$ cat src/rtl/trace_pkg.sv
// Trace unit package: widths, vector types, privilege and mode enums, commit and trace records
package trace_pkg;

  // --------------------------------------------------
  // Configuration defaults
  // --------------------------------------------------
  // Commit ports of the core
  localparam int unsigned NrCommitPorts = 2;
  // Entries per PC queue, power of two
  localparam int unsigned PcQueueDepth  = 4;

  // --------------------------------------------------
  // Widths
  // --------------------------------------------------
  localparam int unsigned XLEN = 64;
  localparam int unsigned VLEN = 39;
  localparam int unsigned ILEN = 32;

  typedef logic [XLEN-1:0] xlen_t;
  typedef logic [VLEN-1:0] pc_t;
  typedef logic [ILEN-1:0] instr_t;
  typedef logic [63:0]     cycle_t;

  // --------------------------------------------------
  // Encodings
  // --------------------------------------------------
  // RISC-V privilege levels, 2'b10 is reserved
  typedef enum logic [1:0] {
    PRIV_LVL_U = 2'b00,
    PRIV_LVL_S = 2'b01,
    PRIV_LVL_M = 2'b11
  } priv_lvl_e;

  // Mode code in the trace record, D wins over everything
  typedef enum logic [1:0] {
    MODE_U = 2'd0,
    MODE_S = 2'd1,
    MODE_M = 2'd2,
    MODE_D = 2'd3
  } trace_mode_e;

  // One commit port at the commit stage
  // Instruction word sits in tval[31:0]
  typedef struct packed {
    logic  ack;
    logic  ex_valid;
    xlen_t cause;   // MSB set for interrupts
    xlen_t tval;
    pc_t   pc;
  } commit_port_t;

  // One registered trace record
  typedef struct packed {
    logic        valid;
    logic        exception;
    logic        interrupt;
    pc_t         iaddr;
    instr_t      insn;
    xlen_t       cause;
    xlen_t       tval;
    trace_mode_e mode;
    cycle_t      cycle;
  } trace_rec_t;

endpackage

$ cat src/rtl/trace_encoder.sv
// Per-port trace record builder with the free-running cycle counter
`timescale 1ns/100ps

module trace_encoder (
  input  logic                    clk_i,
  input  logic                    rst_ni,
  input  trace_pkg::commit_port_t commit_i,
  input  trace_pkg::priv_lvl_e    priv_lvl_i,
  input  logic                    debug_mode_i,
  output trace_pkg::trace_rec_t   trace_o
);

  import trace_pkg::*;

  // Cycle stamp, edges since reset release
  cycle_t      cycle_q;

  // Next-record flags and mode
  logic        valid_d;
  logic        exception_d;
  logic        interrupt_d;
  trace_mode_e mode_d;

  // Registered record
  logic        valid_q;
  logic        exception_q;
  logic        interrupt_q;
  pc_t         iaddr_q;
  instr_t      insn_q;
  xlen_t       cause_q;
  xlen_t       tval_q;
  trace_mode_e mode_q;
  cycle_t      stamp_q;

  // --------------------------------------------------
  // Record classification
  // --------------------------------------------------
  assign valid_d     = commit_i.ack & ~commit_i.ex_valid;
  assign exception_d = commit_i.ack & commit_i.ex_valid & ~commit_i.cause[XLEN-1];
  assign interrupt_d = commit_i.ack & commit_i.ex_valid &  commit_i.cause[XLEN-1];

  always_comb begin
    if (debug_mode_i) begin
      mode_d = MODE_D;
    end else begin
      case (priv_lvl_i)
        PRIV_LVL_M: mode_d = MODE_M;
        PRIV_LVL_S: mode_d = MODE_S;
        PRIV_LVL_U: mode_d = MODE_U;
        // Reserved level reported as user
        default:    mode_d = MODE_U;
      endcase
    end
  end

  // --------------------------------------------------
  // Registers
  // --------------------------------------------------
  always_ff @(posedge clk_i or negedge rst_ni) begin
    if (!rst_ni) begin
      cycle_q     <= '0;
      valid_q     <= 1'b0;
      exception_q <= 1'b0;
      interrupt_q <= 1'b0;
    end else begin
      cycle_q     <= cycle_q + 1'b1;
      valid_q     <= valid_d;
      exception_q <= exception_d;
      interrupt_q <= interrupt_d;
    end
  end

  // Payload captured every cycle, qualified by the flags
  always_ff @(posedge clk_i) begin
    iaddr_q <= commit_i.pc;
    insn_q  <= commit_i.tval[ILEN-1:0];
    cause_q <= commit_i.cause;
    tval_q  <= commit_i.tval;
    mode_q  <= mode_d;
    stamp_q <= cycle_q;
  end

  always_comb begin
    trace_o.valid     = valid_q;
    trace_o.exception = exception_q;
    trace_o.interrupt = interrupt_q;
    trace_o.iaddr     = iaddr_q;
    trace_o.insn      = insn_q;
    trace_o.cause     = cause_q;
    trace_o.tval      = tval_q;
    trace_o.mode      = mode_q;
    trace_o.cycle     = stamp_q;
  end

  // A record is either a trap of one kind or none
  assert property (@(posedge clk_i) disable iff (!rst_ni)
    !(trace_o.exception && trace_o.interrupt))
    else $error("trace record flags both exception and interrupt");

endmodule

$ cat src/rtl/pc_queue.sv
// FIFO of retired PCs for one commit port with overflow detection
`timescale 1ns/100ps

module pc_queue #(
  parameter int unsigned PcQueueDepth = trace_pkg::PcQueueDepth
) (
  input  logic           clk_i,
  input  logic           rst_ni,
  input  logic           push_i,
  input  trace_pkg::pc_t pc_i,
  input  logic           pop_i,
  output trace_pkg::pc_t head_o,
  output logic           empty_o,
  output logic           overflow_o
);

  import trace_pkg::*;

  localparam int unsigned AddrW = $clog2(PcQueueDepth);

  pc_t            mem_q [PcQueueDepth];
  logic [AddrW-1:0] rd_ptr_q;
  logic [AddrW-1:0] wr_ptr_q;
  logic [AddrW:0]   count_q;

  logic full;
  logic wr_en;

  assign full    = (count_q == (AddrW + 1)'(PcQueueDepth));
  assign empty_o = (count_q == '0);

  // A pop in the same cycle frees the slot for the push
  assign wr_en      = push_i & (~full | pop_i);
  assign overflow_o = push_i & full & ~pop_i;

  assign head_o = mem_q[rd_ptr_q];

  // --------------------------------------------------
  // Pointers and fill count
  // --------------------------------------------------
  always_ff @(posedge clk_i or negedge rst_ni) begin
    if (!rst_ni) begin
      rd_ptr_q <= '0;
      wr_ptr_q <= '0;
      count_q  <= '0;
    end else begin
      if (wr_en) begin
        wr_ptr_q <= wr_ptr_q + 1'b1;
      end
      if (pop_i) begin
        rd_ptr_q <= rd_ptr_q + 1'b1;
      end
      case ({wr_en, pop_i})
        2'b10:   count_q <= count_q + 1'b1;
        2'b01:   count_q <= count_q - 1'b1;
        default: count_q <= count_q;
      endcase
    end
  end

  // Storage
  always_ff @(posedge clk_i) begin
    if (wr_en) begin
      mem_q[wr_ptr_q] <= pc_i;
    end
  end

  // Arbiter only grants queues that hold an entry
  assert property (@(posedge clk_i) disable iff (!rst_ni)
    pop_i |-> !empty_o)
    else $error("pop on empty PC queue");

endmodule

$ cat src/rtl/pc_arbiter.sv
// Round-robin merge of the PC queue heads and the sticky overflow flag
`timescale 1ns/100ps

module pc_arbiter #(
  parameter int unsigned NrCommitPorts = trace_pkg::NrCommitPorts
) (
  input  logic                                 clk_i,
  input  logic                                 rst_ni,
  input  trace_pkg::pc_t [NrCommitPorts-1:0]   head_i,
  input  logic [NrCommitPorts-1:0]             empty_i,
  input  logic [NrCommitPorts-1:0]             overflow_i,
  output logic [NrCommitPorts-1:0]             pop_o,
  output logic                                 pc_valid_o,
  output trace_pkg::pc_t                       pc_o,
  output logic                                 overflow_o
);

  import trace_pkg::*;

  localparam int unsigned PtrW = (NrCommitPorts > 1) ? $clog2(NrCommitPorts) : 1;

  logic [PtrW-1:0] rr_ptr_q;
  logic [PtrW-1:0] grant_idx;
  logic            grant_valid;
  logic            overflow_q;

  // --------------------------------------------------
  // Grant search starting at the pointer
  // --------------------------------------------------
  always_comb begin
    int cand;
    grant_valid = 1'b0;
    grant_idx   = '0;
    for (int k = 0; k < int'(NrCommitPorts); k++) begin
      cand = int'(rr_ptr_q) + k;
      // Wrap around the port count
      if (cand >= int'(NrCommitPorts)) begin
        cand = cand - int'(NrCommitPorts);
      end
      if (!grant_valid && !empty_i[cand]) begin
        grant_valid = 1'b1;
        grant_idx   = PtrW'(cand);
      end
    end
  end

  always_comb begin
    pop_o = '0;
    if (grant_valid) begin
      pop_o[grant_idx] = 1'b1;
    end
  end

  // Output is consumed every cycle
  assign pc_valid_o = grant_valid;
  assign pc_o       = head_i[grant_idx];
  assign overflow_o = overflow_q;

  // --------------------------------------------------
  // Pointer and sticky overflow
  // --------------------------------------------------
  always_ff @(posedge clk_i or negedge rst_ni) begin
    if (!rst_ni) begin
      rr_ptr_q   <= '0;
      overflow_q <= 1'b0;
    end else begin
      if (grant_valid) begin
        if (grant_idx == PtrW'(NrCommitPorts - 1)) begin
          rr_ptr_q <= '0;
        end else begin
          rr_ptr_q <= grant_idx + 1'b1;
        end
      end
      overflow_q <= overflow_q | (|overflow_i);
    end
  end

  // At most one queue pops per cycle
  assert property (@(posedge clk_i) disable iff (!rst_ni)
    $onehot0(pop_o))
    else $error("pop strobe is not one-hot");

endmodule

$ cat src/rtl/commit_tracer.sv
// Commit-side trace unit top: per-port encoders and PC queues plus the PC stream arbiter
`timescale 1ns/100ps

module commit_tracer #(
  parameter int unsigned NrCommitPorts = trace_pkg::NrCommitPorts,
  parameter int unsigned PcQueueDepth  = trace_pkg::PcQueueDepth
) (
  input  logic                                     clk_i,
  input  logic                                     rst_ni,
  input  trace_pkg::commit_port_t [NrCommitPorts-1:0] commit_i,
  input  trace_pkg::priv_lvl_e                     priv_lvl_i,
  input  logic                                     debug_mode_i,
  output trace_pkg::trace_rec_t [NrCommitPorts-1:0]   trace_o,
  output logic                                     pc_valid_o,
  output trace_pkg::pc_t                           pc_o,
  output logic                                     overflow_o
);

  import trace_pkg::*;

  // Queue heads and status towards the arbiter
  pc_t [NrCommitPorts-1:0]  pc_head;
  logic [NrCommitPorts-1:0] pc_empty;
  logic [NrCommitPorts-1:0] pc_overflow;
  logic [NrCommitPorts-1:0] pc_pop;

  // --------------------------------------------------
  // Per-port trace records and PC queues
  // --------------------------------------------------
  for (genvar i = 0; i < NrCommitPorts; i++) begin : gen_port
    trace_encoder i_trace_encoder (
      .clk_i        ( clk_i        ),
      .rst_ni       ( rst_ni       ),
      .commit_i     ( commit_i[i]  ),
      .priv_lvl_i   ( priv_lvl_i   ),
      .debug_mode_i ( debug_mode_i ),
      .trace_o      ( trace_o[i]   )
    );

    // Only clean retires enter the PC stream
    pc_queue #(
      .PcQueueDepth ( PcQueueDepth )
    ) i_pc_queue (
      .clk_i      ( clk_i                                   ),
      .rst_ni     ( rst_ni                                  ),
      .push_i     ( commit_i[i].ack & ~commit_i[i].ex_valid ),
      .pc_i       ( commit_i[i].pc                          ),
      .pop_i      ( pc_pop[i]                               ),
      .head_o     ( pc_head[i]                              ),
      .empty_o    ( pc_empty[i]                             ),
      .overflow_o ( pc_overflow[i]                          )
    );
  end

  // --------------------------------------------------
  // PC stream merge
  // --------------------------------------------------
  pc_arbiter #(
    .NrCommitPorts ( NrCommitPorts )
  ) i_pc_arbiter (
    .clk_i      ( clk_i       ),
    .rst_ni     ( rst_ni      ),
    .head_i     ( pc_head     ),
    .empty_i    ( pc_empty    ),
    .overflow_i ( pc_overflow ),
    .pop_o      ( pc_pop      ),
    .pc_valid_o ( pc_valid_o  ),
    .pc_o       ( pc_o        ),
    .overflow_o ( overflow_o  )
  );

endmodule

$ cat config.mk
export PLATFORM = sky130hd
export DESIGN_NAME = commit_tracer
export DESIGN_NICKNAME = d
export VERILOG_FILES = /design/src/rtl/trace_pkg.sv /design/src/rtl/trace_encoder.sv /design/src/rtl/pc_queue.sv /design/src/rtl/pc_arbiter.sv /design/src/rtl/commit_tracer.sv
export SDC_FILE = /design/constraint.sdc
export NUM_CORES = 1
export LEC_CHECK = 0
export BUFFER_PORTS_ARGS = -buffer_cell sky130_fd_sc_hd__buf_2
export CORE_AREA = 2 2 355 357
export DETAILED_ROUTE_END_ITERATION = 12
export DIE_AREA = 0 0 357 359
export GPL_ROUTABILITY_DRIVEN = 0
export GPL_TIMING_DRIVEN = 0
export PLACE_DENSITY_LB_ADDON = 0.08
export SYNTH_ARGS = -nofsm -noshare
export SYNTH_HDL_FRONTEND = slang
export SYNTH_HIERARCHICAL = 1
export SYNTH_SLANG_ARGS = --single-unit
$ cat constraint.sdc
create_clock -name clk_i -period 5.7 [get_ports clk_i]
set_input_delay 1.14 -clock clk_i [delete_from_list [all_inputs] [get_ports clk_i]]
set_output_delay 1.14 -clock clk_i [all_outputs]
set_load 0.005 [all_outputs]
Word level (Yosys, flattened, before mapping)

Memories as Yosys holds them, arrays and structs flattened.
Cells that the tools add are included.

Equality and inequality tests: 8
Order comparisons: 6
$add $sub $neg: 14
Reduce and logical (&&, ||, !) cells: 8
Bitwise logic cells: 25
Muxes and demuxes: 25

Operators by type and width:

| operator                                              | number |
|---|---|
| adder 64 x 1 -> 64 bit (second input constant)        | 2 |
| 2-to-1 mux 39 bit                                     | 2 |
| < comparator 32 x 3 -> 1 bit (second input constant)  | 2 |
| 2-to-1 mux 32 bit                                     | 2 |
| >= comparator 32 x 3 -> 1 bit (second input constant) | 1 |
| subtractor 32 x 3 -> 32 bit (second input constant)   | 1 |
| 2-to-1 mux 1 bit                                      | 16 |
| AND 1 bit                                             | 14 |
| one-hot mux 3 bit (2 select lines)                    | 2 |
| adder 2 x 1 -> 2 bit (second input constant)          | 4 |
| NOT 1 bit                                             | 8 |
| adder 3 x 1 -> 3 bit (second input constant)          | 2 |
| == test 2 x 1 -> 1 bit (second input constant)        | 3 |
| == test 2 bit (second input constant)                 | 3 |
| == test 3 bit (second input constant)                 | 2 |
| zero test 3 bit                                       | 2 |
| subtractor 3 x 1 -> 3 bit (second input constant)     | 2 |
| one-hot mux 2 bit (2 select lines)                    | 1 |
| nonzero test 2 bit                                    | 2 |
| bitwise OR 1 bit                                      | 3 |
| subtractor 1 x 2 -> 3 bit (second input constant)     | 1 |
| adder 1 x 1 -> 2 bit (second input constant)          | 1 |
| >= comparator 1 x 2 -> 1 bit (second input constant)  | 1 |
| logical AND 1 bit                                     | 2 |
| 7 further kinds                                       | 7 |

Flip-flop bits (word level): 678
Output and inout port bits: 577
Memory bits (writable): 312
Memories: 2

Memory list:

| memory                       | words | width | rd ports | clocked after Yosys merged registers in | wr ports | line           | RTL |
|---|---|---|---|---|---|---|---|
| gen_port[0].i_pc_queue.mem_q | 4     | 39    | 1        | 0                                       | 1        | pc_queue.sv:21 | `pc_t mem_q [PcQueueDepth];` |
| gen_port[1].i_pc_queue.mem_q | 4     | 39    | 1        | 0                                       | 1        | pc_queue.sv:21 |  |

Depth between registers and ports, before layout

Gate-level depths: netlist of run 1.

Depth after elaboration: 18
Gate-level depth with buffers: 10
Mapped depth without buffers: 8

Modules after synthesis

Netlist of run 1, hierarchy kept.

Modules (own cells, without submodules):

| module                             | times used | cells an instance | seq. area each (µm²) | area each (µm²) |
|---|---|---|---|---|
| trace_encoder                      | 2          | 547               | 6341.1               | 8045.2 |
| pc_queue at gen_port[0].i_pc_queue | 1          | 251               | 4859.7               | 6259.8 |
| pc_queue at gen_port[1].i_pc_queue | 1          | 252               | 4859.7               | 6115.9 |
| pc_arbiter                         | 1          | 53                | 50.0                 | 732.0 |
| commit_tracer                      | 1          | 2                 | 0.0                  | 27.5 |

Worst setup path after synthesis of run 1

No wires, ideal clock.

Path kind: reg2out
Start point: register gen_port[0].i_pc_queue.count_q[2]
End point: output pc_o[0]
Path slack: 3102 ps
Data required time: 4560 ps
Data arrival time: 1458 ps
Cell stages (with the launch flop): 5
Buffers on the path: 1
Path through: dfrtp_1 -> nor3_1 -> o21bai_4 -> buf_6 -> mux2_4

Cells in the longest elaborated chain, start to end: 9
Elaborated cells between the ends (all ways): 13
Those cells by class: 10 x mux; 3 x reduce/logical

RTL lines:

| element                                                  | line                | RTL |
|---|---|---|
| start, declared                                          | pc_queue.sv:24      | `logic [AddrW:0] count_q;` |
| start signal, assigned                                   | pc_queue.sv:54      | `2'b10: count_q <= count_q + 1'b1;` |
| start signal, assigned                                   | pc_queue.sv:55      | `2'b01: count_q <= count_q - 1'b1;` |
| start signal, assigned                                   | pc_queue.sv:56      | `default: count_q <= count_q;` |
| zero test 3 bit (*)                                      | pc_queue.sv:30      | `assign empty_o = (count_q == '0);` |
| via pc_empty[0]                                          | commit_tracer.sv:23 | `logic [NrCommitPorts-1:0] pc_empty;` |
| 2-to-1 mux 1 bit (implied by the code) (3 in a row)      | pc_arbiter.sv:40    | `if (!grant_valid && !empty_i[cand]) begin` |
| zero test 1 bit                                          | pc_arbiter.sv:40    |  |
| logical AND 1 bit                                        | pc_arbiter.sv:40    |  |
| 2-to-1 mux 1 bit (*)                                     | pc_arbiter.sv:40    |  |
| 2-to-1 mux 39 bit (implied by the code) (*) (2 in a row) | pc_arbiter.sv:56    | `assign pc_o = head_i[grant_idx];` |
| end, declared                                            | commit_tracer.sv:15 | `output trace_pkg::pc_t pc_o,` |

The timed path passes the listed nets; every way through them passes the cells marked *. The select of a mux whose other input is x is not followed.

==> summary.txt, run 1 <==
Clock network
  – Clk buf depth: 3
  – Sink Count: 928
  – Post-cts sizing count: 0
  – Skew-Pair Late Insertion Delay: 0.71 ns
  – Clock Pin Slew Worst Setup and Hold Paths: 0.06 ns
  – H-tree depth: 3
  – # hold bufs at CTS: 0
  – CTS Buf Count: 107
  – Root Driver: clkbuf_16
  – # Post-CTS Setup Buffers: 0
  – TritonCTS clock tree: built

Global routing
  – Vias in the first global route: 18600
  – Initial antenna violation count: 8
  – Gr ovfl total: 0
  – Global-route wire length before repair: 124000 um
  – Pin count of the biggest net entering global routing: 83
  – Total track usage: 13.2%

Timing
  – Max frequency: 253 MHz
  – RSZ-0062 raised after global routing: no
  – Final period util: 69.3%
  – Max-slew headroom: 23.2%
  – Final TNS setup: 0 ns
  – Worst-margin pin slew: 1.15 ns
  – Final Hold Viols: 0
  – Finish-stage setup viols: 0
  – Hold slack: 0.355 ns
  – Clock Skews: 0.0313 ns
  – Tmin final: 3.95 ns
  – Fin. max-slew vios: 0

Min path
  – Hold Startpoint: gen_port[1].i_trace_encoder/cycle_q[59]
  – Min-delay worst type: reg -> reg

Floorplan
  – Core area: 125000 um^2
  – # IOs: 920
  – Initial Util: 23.5%
  – Die H: 359 um
  – Num rows: 130
  – Area of the die: 128000 um^2
  – Chip width: 357 um

Place
  – I/O Buffers: 919
  – HPWL Detailed: 59000 um

Synth
  – Syn_area_per_cell: 17.7 um^2
  – Cell Area, Synth: 29200 um^2
  – EDFF count, synth: 312
  – #FFs+latches synth: 928
  – Async S/R FF share, synth: 16.2%
  – YS warnings: 6
  – Yosys cell types: 57
  – Most used DFF post-synth: dfxtp_1
  – Syn nets: 2007
  – Sequential area share after synthesis: 76.8%
  – Syn Inst Count: 1652

Final layout
  – Share of cells above drive strength 1: 47.7%
  – Area Growth Syn to Fin: 35.2%
  – Layout net count: 3036

Worst setup path
  – Origin of the worst setup path: gen_port[1].i_pc_queue/rd_ptr_q[1]
  – CP cell instances: buf_1 -> mux4_2 -> mux2_4 -> buf_2
  – Critical path capture point type: primary output
  – Critical path's top delay family: buffers and inverters
  – Worst-path fanout max: 10
  – WS Path Type: reg -> out
  – Critical path launch point type: flip-flop
  – Worst path required time: 4.56 ns
  – WP buf/inv: 2
  – Worst path slowest cell: buf_1
  – Worst path arrival time: 2.81 ns
  – Worst path max stage delay: 0.86 ns
  – Reg2Reg Launch Point: gen_port[0].i_pc_queue/count_q[0]

Detailed routing
  – # DRC: 0
  – Number of DRC markers in iteration 0: 613
  – Final wirelength: 86200 um
  – Detailed Routing Iterations Pass 1: 6
  – Via/cell ratio: 3.90
  – Via count: 17200
  – Wirelength per Cell: 19.5 um
  – Post-DRT Antenna Nets: 0

Power
  – Pwr dens: 445 nW/um^2
  – Max rail drop VDD: 241 uV
  – Leakage: 17.4 nW

Run
  – Max_cap viols: 0

Status
  – Status: completed
==> worst paths after layout <==
path / to / slack (ns) / depth (start not counted)
max: pc_o[28] / 1.75 / 4
min: gen_port[1].i_trace_encoder/stamp_q[59] / 0.36 / 0
max reg2reg: gen_port[1].i_pc_queue/count_q[2] / 2.93 / 10
min reg2reg: gen_port[1].i_trace_encoder/stamp_q[59] / 0.36 / 0
max in group asynchronous: gen_port[0].i_trace_encoder/cycle_q[45] / 4.44 / 2
min in group asynchronous: gen_port[1].i_trace_encoder/cycle_q[32] / 0.40 / 1
==> power breakdown <==
| part | leakage [nW] | total, mW | internal [mW] | switching, mW |
|---|---|---|---|---|
| clock network | 1.78 | 6.82 | 4.02 | 2.80 |
| registers | 8.74 | 7.44 | 7.31 | 0.134 |
| logic | 6.83 | 3.34 | 1.63 | 1.71 |
==> synthesized netlist by cell type (3+ instances only) <==
cell type | count | area, um^2
a21o_1 | 5 | 37.5
a21oi_1 | 7 | 35.0
and2_2 | 8 | 60.1
and3_1 | 12 | 75.1
and4_1 | 6 | 52.6
buf_2 | 8 | 40.0
buf_4 | 74 | 556
buf_6 | 16 | 180
dfrtp_1 | 150 | 3750
dfxtp_1 | 466 | 9330
edfxtp_1 | 312 | 9370
ha_1 | 10 | 125
inv_1 | 34 | 128
mux2_4 | 41 | 616
mux4_1 | 37 | 972
mux4_2 | 41 | 923
nand2_1 | 65 | 244
nand2b_1 | 6 | 37.5
nand3_1 | 40 | 200
nand4_1 | 32 | 200
nor2_1 | 27 | 101
nor2b_1 | 3 | 18.8
nor3_1 | 40 | 200
nor3_2 | 8 | 80.1
nor4_1 | 14 | 87.6
nor4_2 | 10 | 125
nor4_4 | 4 | 85.1
o21ai_0 | 4 | 20.0
xnor2_1 | 60 | 526
xor2_1 | 70 | 613
==> cell usage in the layout, fill, tap and decap left out, types with 6 or more instances in the layout <==
cell type	count
nor4_1	14
clkbuf_1	27
xor2_1	70
buf_2	926
mux4_2	41
nand4_1	32
ha_1	10
inv_4	6
nand3_1	40
mux2_4	41
a21oi_1	7
buf_4	74
clkbuf_8	26
inv_1	34
dfrtp_1	150
nor4_2	10
nor2_1	27
edfxtp_1	312
nand2_1	65
and3_1	12
nand2b_1	6
mux4_1	37
clkbuf_16	113
and4_1	6
nor3_1	40
and2_4	8
dfxtp_1	466
nor3_2	8
xnor2_1	60
buf_6	16
clkinv_2	17
==> routing by layer <==
layer / global-route usage [%] / wire (um)
met5: 0 / 41
met4: 4.34 / 2550
met3: 4.38 / 6040
met2: 23.5 / 44600
met1: 14.7 / 33000
==> per-stage QoR <==
stage / std cells / setup slack (ns) / instance area (um^2) / utilization (%) / total power, mW
after floorplan: 1652 / 3.10 / 29200 / - / 9.50
after global placement: 4221 / 0.691 / 35900 / 28.8 / 11.0
after detailed placement: 4222 / 2.34 / 35900 / 28.8 / 11.1
after CTS: 4423 / 1.55 / 39500 / 31.7 / 18.1
after global routing: 4423 / 1.53 / 39500 / 31.7 / 18.5
final: 4424 / 1.75 / 39500 / 31.7 / 17.6
==> sequential cells by signal, summed over array words and instances, names as in the netlist <==
register,count
gen_port.i_pc_queue/mem_q,312
gen_port.i_trace_encoder/cause_q,128
gen_port.i_trace_encoder/cycle_q,128
gen_port.i_trace_encoder/stamp_q,128
gen_port.i_trace_encoder/tval_q,128
gen_port.i_trace_encoder/iaddr_q,78
gen_port.i_pc_queue/count_q,6
gen_port.i_pc_queue/rd_ptr_q,4
gen_port.i_pc_queue/wr_ptr_q,4
gen_port.i_trace_encoder/mode_q,4
gen_port.i_trace_encoder/exception_q,2
gen_port.i_trace_encoder/interrupt_q,2
gen_port.i_trace_encoder/valid_q,2
i_pc_arbiter/overflow_o,1
i_pc_arbiter/rr_ptr_q,1
==> logic make-up (layout without fill, tap and decap cells) <==
| logic type | Yosys count | in the layout | synth area share, % |
|---|---|---|---|
| other | 0 | 1 | 0 |
| AND/OR/NAND/NOR | 298 | 298 | 6.24 |
| buffers and inverters | 137 | 1258 | 3.16 |
| flip-flops | 928 | 928 | 76.8 |
| XOR/XNOR | 130 | 130 | 3.90 |
| adder cells (fa/ha/maj) | 12 | 12 | 0.565 |
| multiplexers | 119 | 119 | 8.59 |
| AO/OA/AOI/OAI | 28 | 28 | 0.728 |
==> layout make-up <==
class                      instances  area (um^2)
buffer                           103          796
antenna                            1         2.50
sequential                       928        22500
multi-input combinational        587         5860
tap                             1650         2060
clock inverter                    36          293
timing repair buffer             920         4640
inverter                          34          128
fill                           12600        85100
clock buffer                     165         3280
Note: power is estimated with default switching activity, not from simulation.
==> run 2, diff against run 1 <==
--- a/config.mk
+++ b/config.mk
@@ -5,6 +5,7 @@
 export SDC_FILE = /design/constraint.sdc
 export NUM_CORES = 1
 export LEC_CHECK = 0
+export ABC_AREA = 1
 export BUFFER_PORTS_ARGS = -buffer_cell sky130_fd_sc_hd__buf_2
 export CORE_AREA = 2 2 355 357
 export DETAILED_ROUTE_END_ITERATION = 12
==> constraint.sdc (replaced) <==
create_clock -name clk_i -period 3.98 [get_ports clk_i]
set_input_delay 0.796 -clock clk_i [delete_from_list [all_inputs] [get_ports clk_i]]
set_output_delay 0.796 -clock clk_i [all_outputs]
set_load 0.005 [all_outputs]
==> run 2 against run 1 <==
Effect of this change:
- clock skew fell by 0.0016 ns
- via count grew 25%
- clock power grew 48%
- sequential power is 42% higher
- wire length grew 17%
- clock-buffer cell count shrank 9
- flip-flop and latch count did not move
- sequential share of layout area fell by 3.1 points
- cell area increased by 5.8%
==> summary.txt, run 2 <==
Status
  – Status: completed

Detailed routing
  – Via count: 21500 (+25%)
  – Wirelength per Cell: 18.7 um (-4.0%)
  – Highest metal used: met5
  – # DRC: 0 (unchanged)
  – M1 WL: 45300 um (+37%)
  – Number of DRC markers in iteration 0: 987 (+61%)
  – Via/cell ratio: 3.98 (+2.1%)
  – Post-DRT Antenna Nets: 0 (unchanged)
  – Detailed Routing Iterations Pass 1: 5 (-1)
  – Met2 WL: 48800 um (+9.5%)
  – Final wirelength: 101000 um (+17%)
  – Met3 wire len: 5130 um (-15%)

Synth
  – Largest cells by area after synthesis: edfxtp_1 (30%), dfxtp_1 (30%), dfrtp_1 (12%)
  – #FFs+latches synth: 928 (unchanged)
  – Synth top area share: 30.1% (-1.9 points)
  – Syn Inst Count: 2629 (+59%)
  – Count leader, synth: nand2_1
  – Syn_area_per_cell: 11.8 um^2 (-33%)
  – Most used DFF post-synth: dfxtp_1
  – Syn nets: 2984 (+49%)
  – Post-synth top cells: nand2_1 (522), dfxtp_1 (466), nor2_1 (379), edfxtp_1 (312), o21ai_0 (166)
  – YS warnings: 6 (unchanged)
  – Async S/R FF share, synth: 16.2% (unchanged)
  – Yosys cell types: 36 (-37%)
  – Area leader, netlist: edfxtp_1
  – Sequential area share after synthesis: 72.2% (-4.6 points)
  – Cell Area, Synth: 31100 um^2 (+6.3%)
  – EDFF count, synth: 312 (unchanged)

Place
  – I/O Buffers: 919 (unchanged)
  – HPWL Detailed: 76800 um (+30%)
  – Cells after DPL: 5208 (+23%)
  – Post-Place Cell Area: 38000 um^2 (+5.8%)

Timing
  – Worst-margin pin slew: 0.996 ns (-0.156 ns)
  – Hold slack: 0.175 ns (-0.180 ns)
  – Max-slew headroom: 33.1% (+9.9 points)
  – Finish-stage setup viols: 0 (unchanged)
  – Fin. max-slew vios: 0 (unchanged)
  – Tmin final: 3.61 ns
  – Max frequency: 277 MHz
  – Final period util: 90.8%
  – Clock Skews: 0.0297 ns (-0.00158 ns)
  – Final TNS setup: 0 ns (unchanged)
  – Final Hold Viols: 0 (unchanged)
  – RSZ-0062 raised after global routing: no

Min path
  – Hold Path Sink: gen_port[1].i_trace_encoder/tval_q[21]
  – Min-delay worst type: in -> reg
  – Hold Startpoint: commit_i[229]
  – Hold depth: 1 (+1)

Power
  – Leakage: 18.2 nW (+5.1%)
  – Overall Power: 26.9 mW (+53%)
  – Pwr dens: 645 nW/um^2 (+45%)
  – Max rail drop VDD: 460 uV (+91%)

Clock network
  – Root Driver: clkbuf_16
  – Clock Pin Slew Worst Setup and Hold Paths: 0.06 ns (about the same)
  – CTS Buf Count: 106 (-0.93%)
  – Sink Count: 928 (unchanged)
  – Skew-Pair Late Insertion Delay: 0.71 ns (about the same)
  – TritonCTS clock tree: built
  – Clk buf depth: 3 (unchanged)
  – H-tree depth: 3 (unchanged)

Global routing
  – Initial antenna violation count: 9 (+1)
  – Total track usage: 15.5% (+2.3 points)
  – Pin count of the biggest net entering global routing: 98 (+18%)
  – Gr ovfl total: 0 (unchanged)
  – Global-route wire length before repair: 147000 um (+19%)
  – Vias in the first global route: 21800 (+17%)

Final layout
  – Most frequent cells in the layout: buf_2 (946), nand2_1 (522), dfxtp_1 (466)
  – Fin area: 41800 um^2 (+5.8%)
  – Leading cell type in the layout, fill and taps excluded: buf_2
  – Layout net count: 4023 (+33%)
  – Area Growth Syn to Fin: 34.5%
  – Biggest register: gen_port.i_pc_queue/mem_q
  – Share of cells above drive strength 1: 36.8% (-11 points)
  – Post-Layout Cell Count: 5413 (+22%)
  – Largest register FFs: 312 (unchanged)

Worst setup path
  – Worst path required time: 4.38 ns (-0.18 ns)
  – Worst path arrival time: 4.02 ns (+1.21 ns)
  – Critical path capture point type: flip-flop
  – Worst-path fanout max: 22 (+12)
  – WS Path Type: reg -> reg
  – Critical path launch point type: flip-flop
  – Reg2Reg Launch Point: gen_port[1].i_pc_queue/count_q[2]
  – Worst R2R End: gen_port[0].i_pc_queue/mem_q[1][36]
  – Worst R2R Path Depth: 9 (-1)
  – R2r setup slk: 0.37 ns (-2.56 ns)

Floorplan
  – # IOs: 920 (unchanged)
  – Area of the die: 128000 um^2 (unchanged)
  – Chip width: 357 um (unchanged)
  – Core area: 125000 um^2 (unchanged)
  – Num rows: 130 (unchanged)
  – Die H: 359 um (unchanged)
  – Initial Util: 24.9% (+1.5 points)

Run
  – Max_cap viols: 0 (unchanged)
-- run 2: cell count changes after synthesis, sizes merged, moves of 48 or more --
cell / change
nand2: +482
inv: +101
nor2: +400
mux4: -78
o21ai: +196
o22ai: +76
nor3: -48
-- run 2: through the flow --
stage               util, %  setup WS (ns)
global placement       30.3          -2.48
global route           33.5         0.0847
CTS                    33.5          0.131
detailed placement     30.5        -0.0851
finish                 33.5          0.368
floorplan                 -          0.334
-- run 2: what timing repair did --
item | in CTS | in global routing
setup endpoints to repair | 80 | 58
resized for setup | 1 | 1
hold buffers | 1 | 0
pin swaps | 1 | 1
endpoints found under the hold margin | 13 | 0
setup buffers | 1 | 0
-- run 2: how the worst max path moves through the flow --
stage                                      startpoint                                  end  cells past startpoint
floorplan           gen_port[1].i_pc_queue/count_q[2]   gen_port[0].i_pc_queue/mem_q[0][0]                      8
global placement    gen_port[1].i_pc_queue/count_q[2]  gen_port[0].i_pc_queue/mem_q[3][20]                      8
detailed placement  gen_port[1].i_pc_queue/count_q[2]  gen_port[0].i_pc_queue/mem_q[1][25]                      9
CTS                 gen_port[1].i_pc_queue/count_q[2]  gen_port[0].i_pc_queue/mem_q[1][34]                      9
global route        gen_port[0].i_pc_queue/count_q[2]  gen_port[1].i_pc_queue/mem_q[3][35]                      9
finish              gen_port[1].i_pc_queue/count_q[2]  gen_port[0].i_pc_queue/mem_q[1][36]                      9
-- run 2: kinds of logic after synthesis --
group	share of synthesized area, %
xor gates and xnor gates	1.86
buffers and inverters	4.81
and+or+nand+nor	15.3
DFF	72.2
AOI/OAI and AO/OA	5.22
adders and majority gates	0.531
-- run 2: per-layer routing --
metal | vias up | GRT usage (%)
met3 | 122 | 3.34
li1 | 10700 | -
met5 | - | 0
met4 | 8 | 4.25
met2 | 542 | 25.9
met1 | 10200 | 20.3
-- run 2: critical path, cell delays in order, from the launching register on --
cell and delay [ns]:
dfrtp_1 0.44, nor3_2 0.36, inv_2 0.15, buf_6 0.19, a21oi_2 0.38, inv_1 0.11
nand3_1 0.27, nand2_1 0.36, nor2_4 0.78, buf_16 0.25
-- run 2: layout make-up --
cell class | instances | area, um^2
Sequential cell | 928 | 22500
Multi-Input combinational cell | 1434 | 7200
Timing Repair Buffer | 931 | 4860
Buffer | 132 | 978
Clock inverter | 44 | 514
Tap cell | 1650 | 2060
Fill cell | 12800 | 82800
Clock buffer | 156 | 3190
Antenna cell | 3 | 7.51
Inverter | 135 | 517
-- run 2: power breakdown --
part,total (mW),internal (mW),switching [mW]
registers,10.6,10.4,0.197
logic,6.19,2.14,4.05
clock network,10.1,6.05,4.08
total,26.9,18.6,8.33
